`config.mk`:
```
export PLATFORM = sky130hd
export DESIGN_NAME = ringRequester_flat
export DESIGN_NICKNAME = d
export VERILOG_FILES = /design/src/ringPkg.sv /design/src/ringLink.sv /design/src/ringRequester.sv /design/src/flat_wrapper.sv
export SDC_FILE = /design/constraint.sdc
export NUM_CORES = 1
export LEC_CHECK = 0
export BUFFER_PORTS_ARGS = -buffer_cell sky130_fd_sc_hd__buf_2
export CELL_PAD_IN_SITES_DETAIL_PLACEMENT = 0
export CELL_PAD_IN_SITES_GLOBAL_PLACEMENT = 1
export CORE_AREA = 5 5 262 264
export CTS_CLUSTER_DIAMETER = 40
export DETAILED_ROUTE_END_ITERATION = 8
export DIE_AREA = 0 0 267 269
export HOLD_SLACK_MARGIN = 0.15
export PLACE_DENSITY_LB_ADDON = 0.12
export SKIP_LAST_GASP = 1
export SYNTH_ARGS = -nofsm -noshare
export SYNTH_HDL_FRONTEND = slang
export SYNTH_SLANG_ARGS = --single-unit
```
`constraint.sdc`:
```
create_clock -name clock -period 15.65 [get_ports clock]
set_input_delay 1.565 -clock clock [delete_from_list [all_inputs] [get_ports clock]]
set_output_delay 1.565 -clock clock [all_outputs]
set_load 0.01 [all_outputs]
```
`src/ringPkg.sv`:
```
// Shared definitions for the ring-bus memory subsystem.
// The upper seq byte is the requester node id and the lower byte is the tag.
// The address map covers only the low region 0x00000..0x2FFFF.
// Anything with a nonzero top two address bits is answered with a fault.
// ROM and SRAM sizes are module parameters and are not fixed here.
// romDepth must stay at or below 3072 tiles so that the ROM does not reach the SRAM.

package ringPkg;

	// slot operation, response opcodes carry 01 in the top two bits
	typedef enum logic [7:0]
	{
		opIdle  = 8'h00, // empty slot
		opLdx   = 8'h11, // load tile
		opStx   = 8'h12, // store tile
		opPfx   = 8'h13, // prefetch, served as a load
		opOkLd  = 8'h41, // load response
		opOkSt  = 8'h42, // store response
		opFault = 8'h4f  // bad address response
	} ringOpm_t;

	// status as seen by the host
	typedef enum logic [1:0]
	{
		stOk        = 2'd0,
		stFault     = 2'd1,
		stUnclaimed = 2'd2 // came back round unserved
	} respStatus_t;

	localparam int seqWidth  = 16;  // {node id, tag}
	localparam int addrWidth = 32;  // byte address
	localparam int tileWidth = 128; // one 16-byte tile

	// region bases, byte addresses
	localparam logic [addrWidth-1:0] romBase  = 32'h0000_0000;
	localparam logic [addrWidth-1:0] ramBase  = 32'h0000_c000;
	localparam logic [addrWidth-1:0] zeroBase = 32'h0001_0000; // 64 KiB of zeros
	localparam logic [addrWidth-1:0] nopBase  = 32'h0002_0000; // 64 KiB of nops

	// eight copies of the 16-bit nop word
	localparam logic [tileWidth-1:0] nopFill = {8{16'h3000}};

endpackage
```
`src/ringLink.sv`:
```
// One ring slot between two nodes.
// There is no handshake: every clock edge moves the slot one stage.
// A slot whose opm is opIdle carries nothing and its other fields are don't-care.

`timescale 1ns/1ps

interface ringLink;

	logic [ringPkg::seqWidth-1:0]  seq;  // {node id, tag}
	ringPkg::ringOpm_t             opm;  // operation or response code
	logic [ringPkg::addrWidth-1:0] addr; // byte address
	logic [ringPkg::tileWidth-1:0] data; // tile payload

	// driving node
	modport source
	(
		output seq,
		output opm,
		output addr,
		output data
	);

	// receiving node
	modport sink
	(
		input seq,
		input opm,
		input addr,
		input data
	);

endinterface

```
`src/ringRequester.sv`:
```
// Host-facing ring node, one pending request at a time.
// A request goes into the first idle incoming slot, never into a slot freed
// by extraction in the same cycle.
// Responses whose seq carries nodeId are taken off the ring, and respValid
// follows one cycle after the slot shows up on ringIn.
// The host must not strobe while busy is high and cannot stall responses.

`timescale 1ns/1ps

module ringRequester #(
	parameter logic [7:0] nodeId = 8'h21 // our id in seq[15:8]
) (
	input  logic                          clock,
	input  logic                          arstN,
	input  logic                          reqStrobe,
	input  ringPkg::ringOpm_t             reqOpm,
	input  logic [ringPkg::addrWidth-1:0] reqAddr,
	input  logic [ringPkg::tileWidth-1:0] reqData,
	input  logic [7:0]                    reqTag,
	output logic                          busy,
	output logic                          respValid,
	output logic [7:0]                    respTag,
	output ringPkg::respStatus_t          respStatus,
	output logic [ringPkg::tileWidth-1:0] respData,
	ringLink.sink                         ringIn,
	ringLink.source                       ringOut
);

	logic                          pendValid; // request waiting for a slot
	ringPkg::ringOpm_t             pendOpm;
	logic [ringPkg::addrWidth-1:0] pendAddr;
	logic [ringPkg::tileWidth-1:0] pendData;
	logic [7:0]                    pendTag;

	logic                 inOwn;    // incoming slot is ours
	logic                 inIdle;   // incoming slot is empty
	logic                 doInject;
	logic                 accept;
	ringPkg::respStatus_t inStatus; // status of the incoming slot

	always_comb
	begin
		inIdle   = (ringIn.opm == ringPkg::opIdle);
		inOwn    = !inIdle && (ringIn.seq[ringPkg::seqWidth-1 -: 8] == nodeId);
		doInject = pendValid && inIdle;
		accept   = reqStrobe && !pendValid;
		case (ringIn.opm)
			ringPkg::opOkLd,
			ringPkg::opOkSt:  inStatus = ringPkg::stOk;
			ringPkg::opFault: inStatus = ringPkg::stFault;
			default:          inStatus = ringPkg::stUnclaimed; // went round unserved
		endcase
	end

	assign busy = pendValid;

	// control state
	always_ff @(posedge clock or negedge arstN)
	begin
		if (!arstN)
		begin
			pendValid   <= 1'b0;
			respValid   <= 1'b0;
			ringOut.opm <= ringPkg::opIdle;
		end
		else
		begin
			if (accept)
				pendValid <= 1'b1;
			else if (doInject)
				pendValid <= 1'b0; // in the ring now
			respValid <= inOwn;
			if (inOwn)
				ringOut.opm <= ringPkg::opIdle; // extracted, slot freed
			else if (doInject)
				ringOut.opm <= pendOpm;
			else
				ringOut.opm <= ringIn.opm; // not ours, forward
		end
	end

	// payload registers
	always_ff @(posedge clock)
	begin
		if (accept)
		begin
			pendOpm  <= reqOpm;
			pendAddr <= reqAddr;
			pendData <= reqData;
			pendTag  <= reqTag;
		end
		if (inOwn)
		begin
			respTag    <= ringIn.seq[7:0];
			respStatus <= inStatus;
			respData   <= ringIn.data;
		end
		if (doInject)
		begin
			ringOut.seq  <= {nodeId, pendTag};
			ringOut.addr <= pendAddr;
			ringOut.data <= pendData;
		end
		else
		begin
			ringOut.seq  <= ringIn.seq; // don't-care on an extracted slot
			ringOut.addr <= ringIn.addr;
			ringOut.data <= ringIn.data;
		end
	end

	// host protocol, one request in hand at a time
	assertNoStrobeBusy: assert property (@(posedge clock) disable iff (!arstN)
		busy |-> !reqStrobe);

	// a response is never delivered twice in a row
	assertNoDupResp: assert property (@(posedge clock) disable iff (!arstN)
		respValid |=> !(respValid && (respTag == $past(respTag))));

endmodule

```
`src/flat_wrapper.sv`:
```
// flat-port wrapper written by rule: the top's interface ports become plain ports
module ringRequester_flat 
#(
	parameter logic [7:0] nodeId = 8'h21                       
)
  (clock, arstN, reqStrobe, reqOpm, reqAddr, reqData, reqTag, busy, respValid, respTag, respStatus, respData, ringIn_seq, ringIn_opm, ringIn_addr, ringIn_data, ringOut_seq, ringOut_opm, ringOut_addr, ringOut_data);
  ringLink ringIn_i ();
  ringLink ringOut_i ();
  input  logic clock;
  input  logic arstN;
  input  logic reqStrobe;
  input  ringPkg::ringOpm_t reqOpm;
  input  logic [ringPkg::addrWidth-1:0] reqAddr;
  input  logic [ringPkg::tileWidth-1:0] reqData;
  input  logic [7:0] reqTag;
  output logic busy;
  output logic respValid;
  output logic [7:0] respTag;
  output ringPkg::respStatus_t respStatus;
  output logic [ringPkg::tileWidth-1:0] respData;
  input wire logic [$bits(ringIn_i.seq)-1:0] ringIn_seq;
  input wire logic [$bits(ringIn_i.opm)-1:0] ringIn_opm;
  input wire logic [$bits(ringIn_i.addr)-1:0] ringIn_addr;
  input wire logic [$bits(ringIn_i.data)-1:0] ringIn_data;
  output wire logic [$bits(ringOut_i.seq)-1:0] ringOut_seq;
  output wire logic [$bits(ringOut_i.opm)-1:0] ringOut_opm;
  output wire logic [$bits(ringOut_i.addr)-1:0] ringOut_addr;
  output wire logic [$bits(ringOut_i.data)-1:0] ringOut_data;
  assign ringIn_i.seq = ringIn_seq;
  assign ringIn_i.opm = ringIn_opm;
  assign ringIn_i.addr = ringIn_addr;
  assign ringIn_i.data = ringIn_data;
  assign ringOut_seq = ringOut_i.seq;
  assign ringOut_opm = ringOut_i.opm;
  assign ringOut_addr = ringOut_i.addr;
  assign ringOut_data = ringOut_i.data;
  ringRequester #(.nodeId(nodeId)) u_core (.clock(clock), .arstN(arstN), .reqStrobe(reqStrobe), .reqOpm(reqOpm), .reqAddr(reqAddr), .reqData(reqData), .reqTag(reqTag), .busy(busy), .respValid(respValid), .respTag(respTag), .respStatus(respStatus), .respData(respData), .ringIn(ringIn_i), .ringOut(ringOut_i));
endmodule
```
# == Yosys cells after proc, flatten, opt, wreduce, memory -nomap -nowiden ==
# Index checks and enable logic that the tools add are counted.
# totals
regBits,500
output_inout_bits,324
# classes
n_eq_ne,4
n_mux,8
reduce_logical,8
# ops
operator,n
128-bit 2-to-1 mux,1
32-bit 2-to-1 mux,1
"8-bit by 7-bit equality test with 1-bit output, second input constant",3
8-bit 2-to-1 mux,3
"8-bit by 6-bit equality test with 1-bit output, second input constant",1
8-bit logical NOT,1
2-bit one-hot mux with 2 select lines,1
1-bit logical AND,3
1-bit logical NOT,2
1-bit 2-to-1 mux,2
2-bit nonzero test,1
2-bit OR reduction,1

# == Depth between registers and ports, before layout ==
# logic_depth
ltp_word,4
depth_mapped,5

# == Least setup slack after synthesis ==
# No wires, ideal clock.
# synth_timing
path_kind,input to register
startpoint,in reqStrobe
endpoint,reg u_core.pendAddr[0] in the netlist's numbering (enable)
arrival_ns,9.163
required_ns,14.919
path_slack_ns,5.755
cell_stages,1
n_path_buf,0
path_cell_list,nor2b_1
# synth_via
elab_chain_cells,1
# synth_lines
item,line_no,rtl
from (decl),flat_wrapper.sv:11,input logic reqStrobe;
1-bit logical AND,ringRequester.sv:46,accept = reqStrobe && !pendValid;
to (signal assigned),ringRequester.sv:88,pendAddr <= reqAddr;
to (decl),ringRequester.sv:31,logic [ringPkg::addrWidth-1:0] pendAddr;
# Every way passes these cells.
# A chain may end at the register's enable or synchronous reset.

# == Worst setup path after layout ==
# layout_timing
startpoint,in ringIn_seq[9]
endpoint,reg u_core.respData[11] in the netlist's numbering (enable)
# layout_via
elab_chain_cells,2
# layout_lines
item,line_no,rtl
from (decl),flat_wrapper.sv:21,input wire logic [$bits(ringIn_i.seq)-1:0] ringIn_seq;
8-bit by 6-bit equality test with 1-bit output,ringRequester.sv:44,inOwn = !inIdle && (ringIn.seq[ringPkg::seqWidth-1 -: 8] == nodeId);
1-bit logical AND,ringRequester.sv:44,
via u_core.inOwn,ringRequester.sv:35,logic inOwn;
to (signal assigned),ringRequester.sv:96,respData <= ringIn.data;
to (decl),ringRequester.sv:24,"output logic [ringPkg::tileWidth-1:0] respData,"
# The timed path passes the listed nets, and every way through them passes these cells.

==> impl_metrics.ini <==
[status]
outcome = completed

[synth]
yosysTopAreaCell = edfxtp_1
synth_top_area_share = 0.5845
synthCells = 736
ys_seq_area_frac = 0.8184
ys_types = 26
ys_ff_latch = 500
synth_edf_count = 314
syn_avg_cell_area_um2 = 21.92
synth_area_leaders = edfxtp_1, dfxtp_1, mux2_4, mux2_2, dfrtp_1
synth_ff_type = edfxtp_1
synth_fp_nets = 1099
yosys_warnings = 0
synthArstFlopShare = 0.02000
synth_area_mm2 = 0.01613

[cts]
clk_latency_ns = 0.62
postCtsSetupRepairBufs = 0
hold_buffers = 0
numCtsBuffers = 90
clk_pin_slew_worst_paths_ns = 0.05
clockRootBuffer = clkbuf_16
clock_sinks = 500
cts_resized = 0
cts_htree_levels = 3
clockBufferDepth = 3
tritoncts = yes

[placement]
place_inst = 2283
port_buffers = 686
pre_cts_slack_ns = 10.59
gp_congestion = 0.7987
hpwl_um = 40490

[global_routing]
grt_antenna_before_repair = 28
track_usage = 0.1385
grt_start_max_net_pins = 63
grt_pass1_wl_um = 71860
grt_pass1_vias = 10136
grt_overflow = 0

[drt]
vias = 9492
antenna_left = 0
firstDrtPassIters = 4
routedWlPerCell_um = 21.48
drt_iter0_markers = 324
drc_errors = 0
routed_wl_um = 52890
vias_per_cell = 3.855

[sta]
slew_headroom = 0.2611
slew_viol_final = 0
fin_ws_ns = 11.30
tightestPinTransition_ns = 1.108
finalSetupTns_ns = 0
finClkSkew_ns = 0.03022
clock.fmax_ghz = 0.2299
rsz0062_at_grt = no
layout_min_cycle_time_ns = 4.349
finalHoldViolations = 0
post-route-period-util = 0.2779
setup_viol = 0

[final_layout]
post-route-util = 0.3584
stdcell_count = 2462
layout_common_cells = buf_2, edfxtp_1, dfxtp_1, mux2_4, clkbuf_16
areaGrowthSynthToFinish_pct = 47.35
nets = 1865
layout_commonest_cell = buf_2
fillers = 6469
drive_above_1_share = 0.6498

[worst_hold_path]
worstHoldEndpoint = u_core.ringOut.data[19]
min_path_type = flop to flop
hold_path_depth = 1
min_from = u_core.pendData[19]

[setup_path]
cp.arrival_ns = 4.57
cp-start-kind = primary input
required_ns = 15.87
worst-r2r-setup-slack_ns = 12.35
cp_max_fo = 55
critPathKind = primary input to flop
r2r_end = u_core.ringOut.data[127]
end_kind = flop
worstReg2RegStart = u_core.busy
rr_worst_depth = 4

[die]
io_pins = 687
rows = 95
start_util = 0.2432
die_w_um = 267
core_area_mm2 = 0.06633
die_h_um = 269
die_area_mm2 = 0.07182

[power_and_ir_drop]
vdd_drop_max_uv = 104.2
p_leak_uw = 0.01027
powerDensity_mw_per_mm2 = 150.5

[job]
maxCapViolCount = 0
==> worst max-delay path: stages <==
cell and delay, ns:
buf_2 0.10, nor4b_1 0.56, o211a_4 0.66, buf_4 0.75, buf_4 0.76
==> where the power goes <==
| part | internal (uW) | switching [uW] | total (uW) |
|---|---|---|---|
| clock network | 1320 | 683 | 2000 |
| logic | 77.8 | 62.9 | 141 |
| registers | 1430 | 7.02 | 1440 |
==> cell type report <==
class                      count  area (um2)  area share
timing repair buffer         694        3493      0.1470
multi-input combinational    210        2733      0.1150
tap                          873        1092     0.04595
antenna                       10       25.02    0.001053
inverter                       6       22.52   0.0009474
sequential                   500       13200      0.5554
clock inverter                62       774.5     0.03258
clock buffer                 107        2429      0.1022
==> routing by layer <==
metal	share of wire	wire, um	vias to the layer above	track usage
met2	0.51	27020	463	0.2440
met3	0.13	6641	121	0.08112
met4	0.024	1245	32	0.03959
met5	0.0039	205	-	0
li1	-	-	4354	-
met1	0.34	17790	4522	0.1396
==> synth_stat cells (all sizes together) (2+ instances only) <==
cell type,instances
dfrtp,10
nand4,7
inv,6
nor4b,2
or4,2
nand2b,2
a21oi,6
mux2,168
edfxtp,314
and2,7
nor2,4
nor4,2
a22o,2
buf,18
clkbuf,2
dfxtp,176
==> worst max-delay path by stage <==
| stage | from | endpoint | slack (ns) | cells past startpoint |
|---|---|---|---|---|
| after floorplan | reqStrobe | u_core.pendAddr[0] | 5.76 | 1 |
| final | ringIn_seq[9] | u_core.respData[11] | 11.30 | 5 |
| after CTS | ringIn_seq[9] | u_core.respData[4] | 11.26 | 5 |
| after detailed placement | ringIn_seq[9] | u_core.respData[70] | 10.59 | 5 |
| after global placement | ringIn_seq[9] | u_core.respData[71] | 10.61 | 5 |
| after global routing | ringIn_seq[9] | u_core.respData[11] | 11.16 | 5 |
==> sequential cells by signal, summed over array words and instances, names as in the netlist, 16 cells and up <==
register / cells
u_core.pendData: 128
u_core.ringOut.data: 128
u_core.pendAddr: 32
u_core.respData: 128
u_core.ringOut.addr: 32
u_core.ringOut.seq: 16
==> through the flow <==
| stage | total power [uW] | hold WS (ns) | cell area (um2) |
|---|---|---|---|
| floorplan | 1512 | 0.4488 | 16130 |
| global placement | 1606 | 0.4531 | 20540 |
| detailed placement | 1607 | 0.4572 | 20540 |
| CTS | 3640 | 0.4484 | 23750 |
| global route | 3708 | 0.4655 | 23750 |
| finish | 3578 | 0.4545 | 23770 |
==> cells by family (layout without fill, tap and decap cells) <==
kind of cell,count (synthesis),after routing,share of synthesized area
other cells,0,10,0
mux,168,168,0.1498
flops,500,500,0.8184
compound gates,10,10,0.003878
xor+xnor,1,1,0.0005430
buf+inv,26,869,0.01365
simple gates,31,31,0.01373
(Power assumes the default switching activity.)
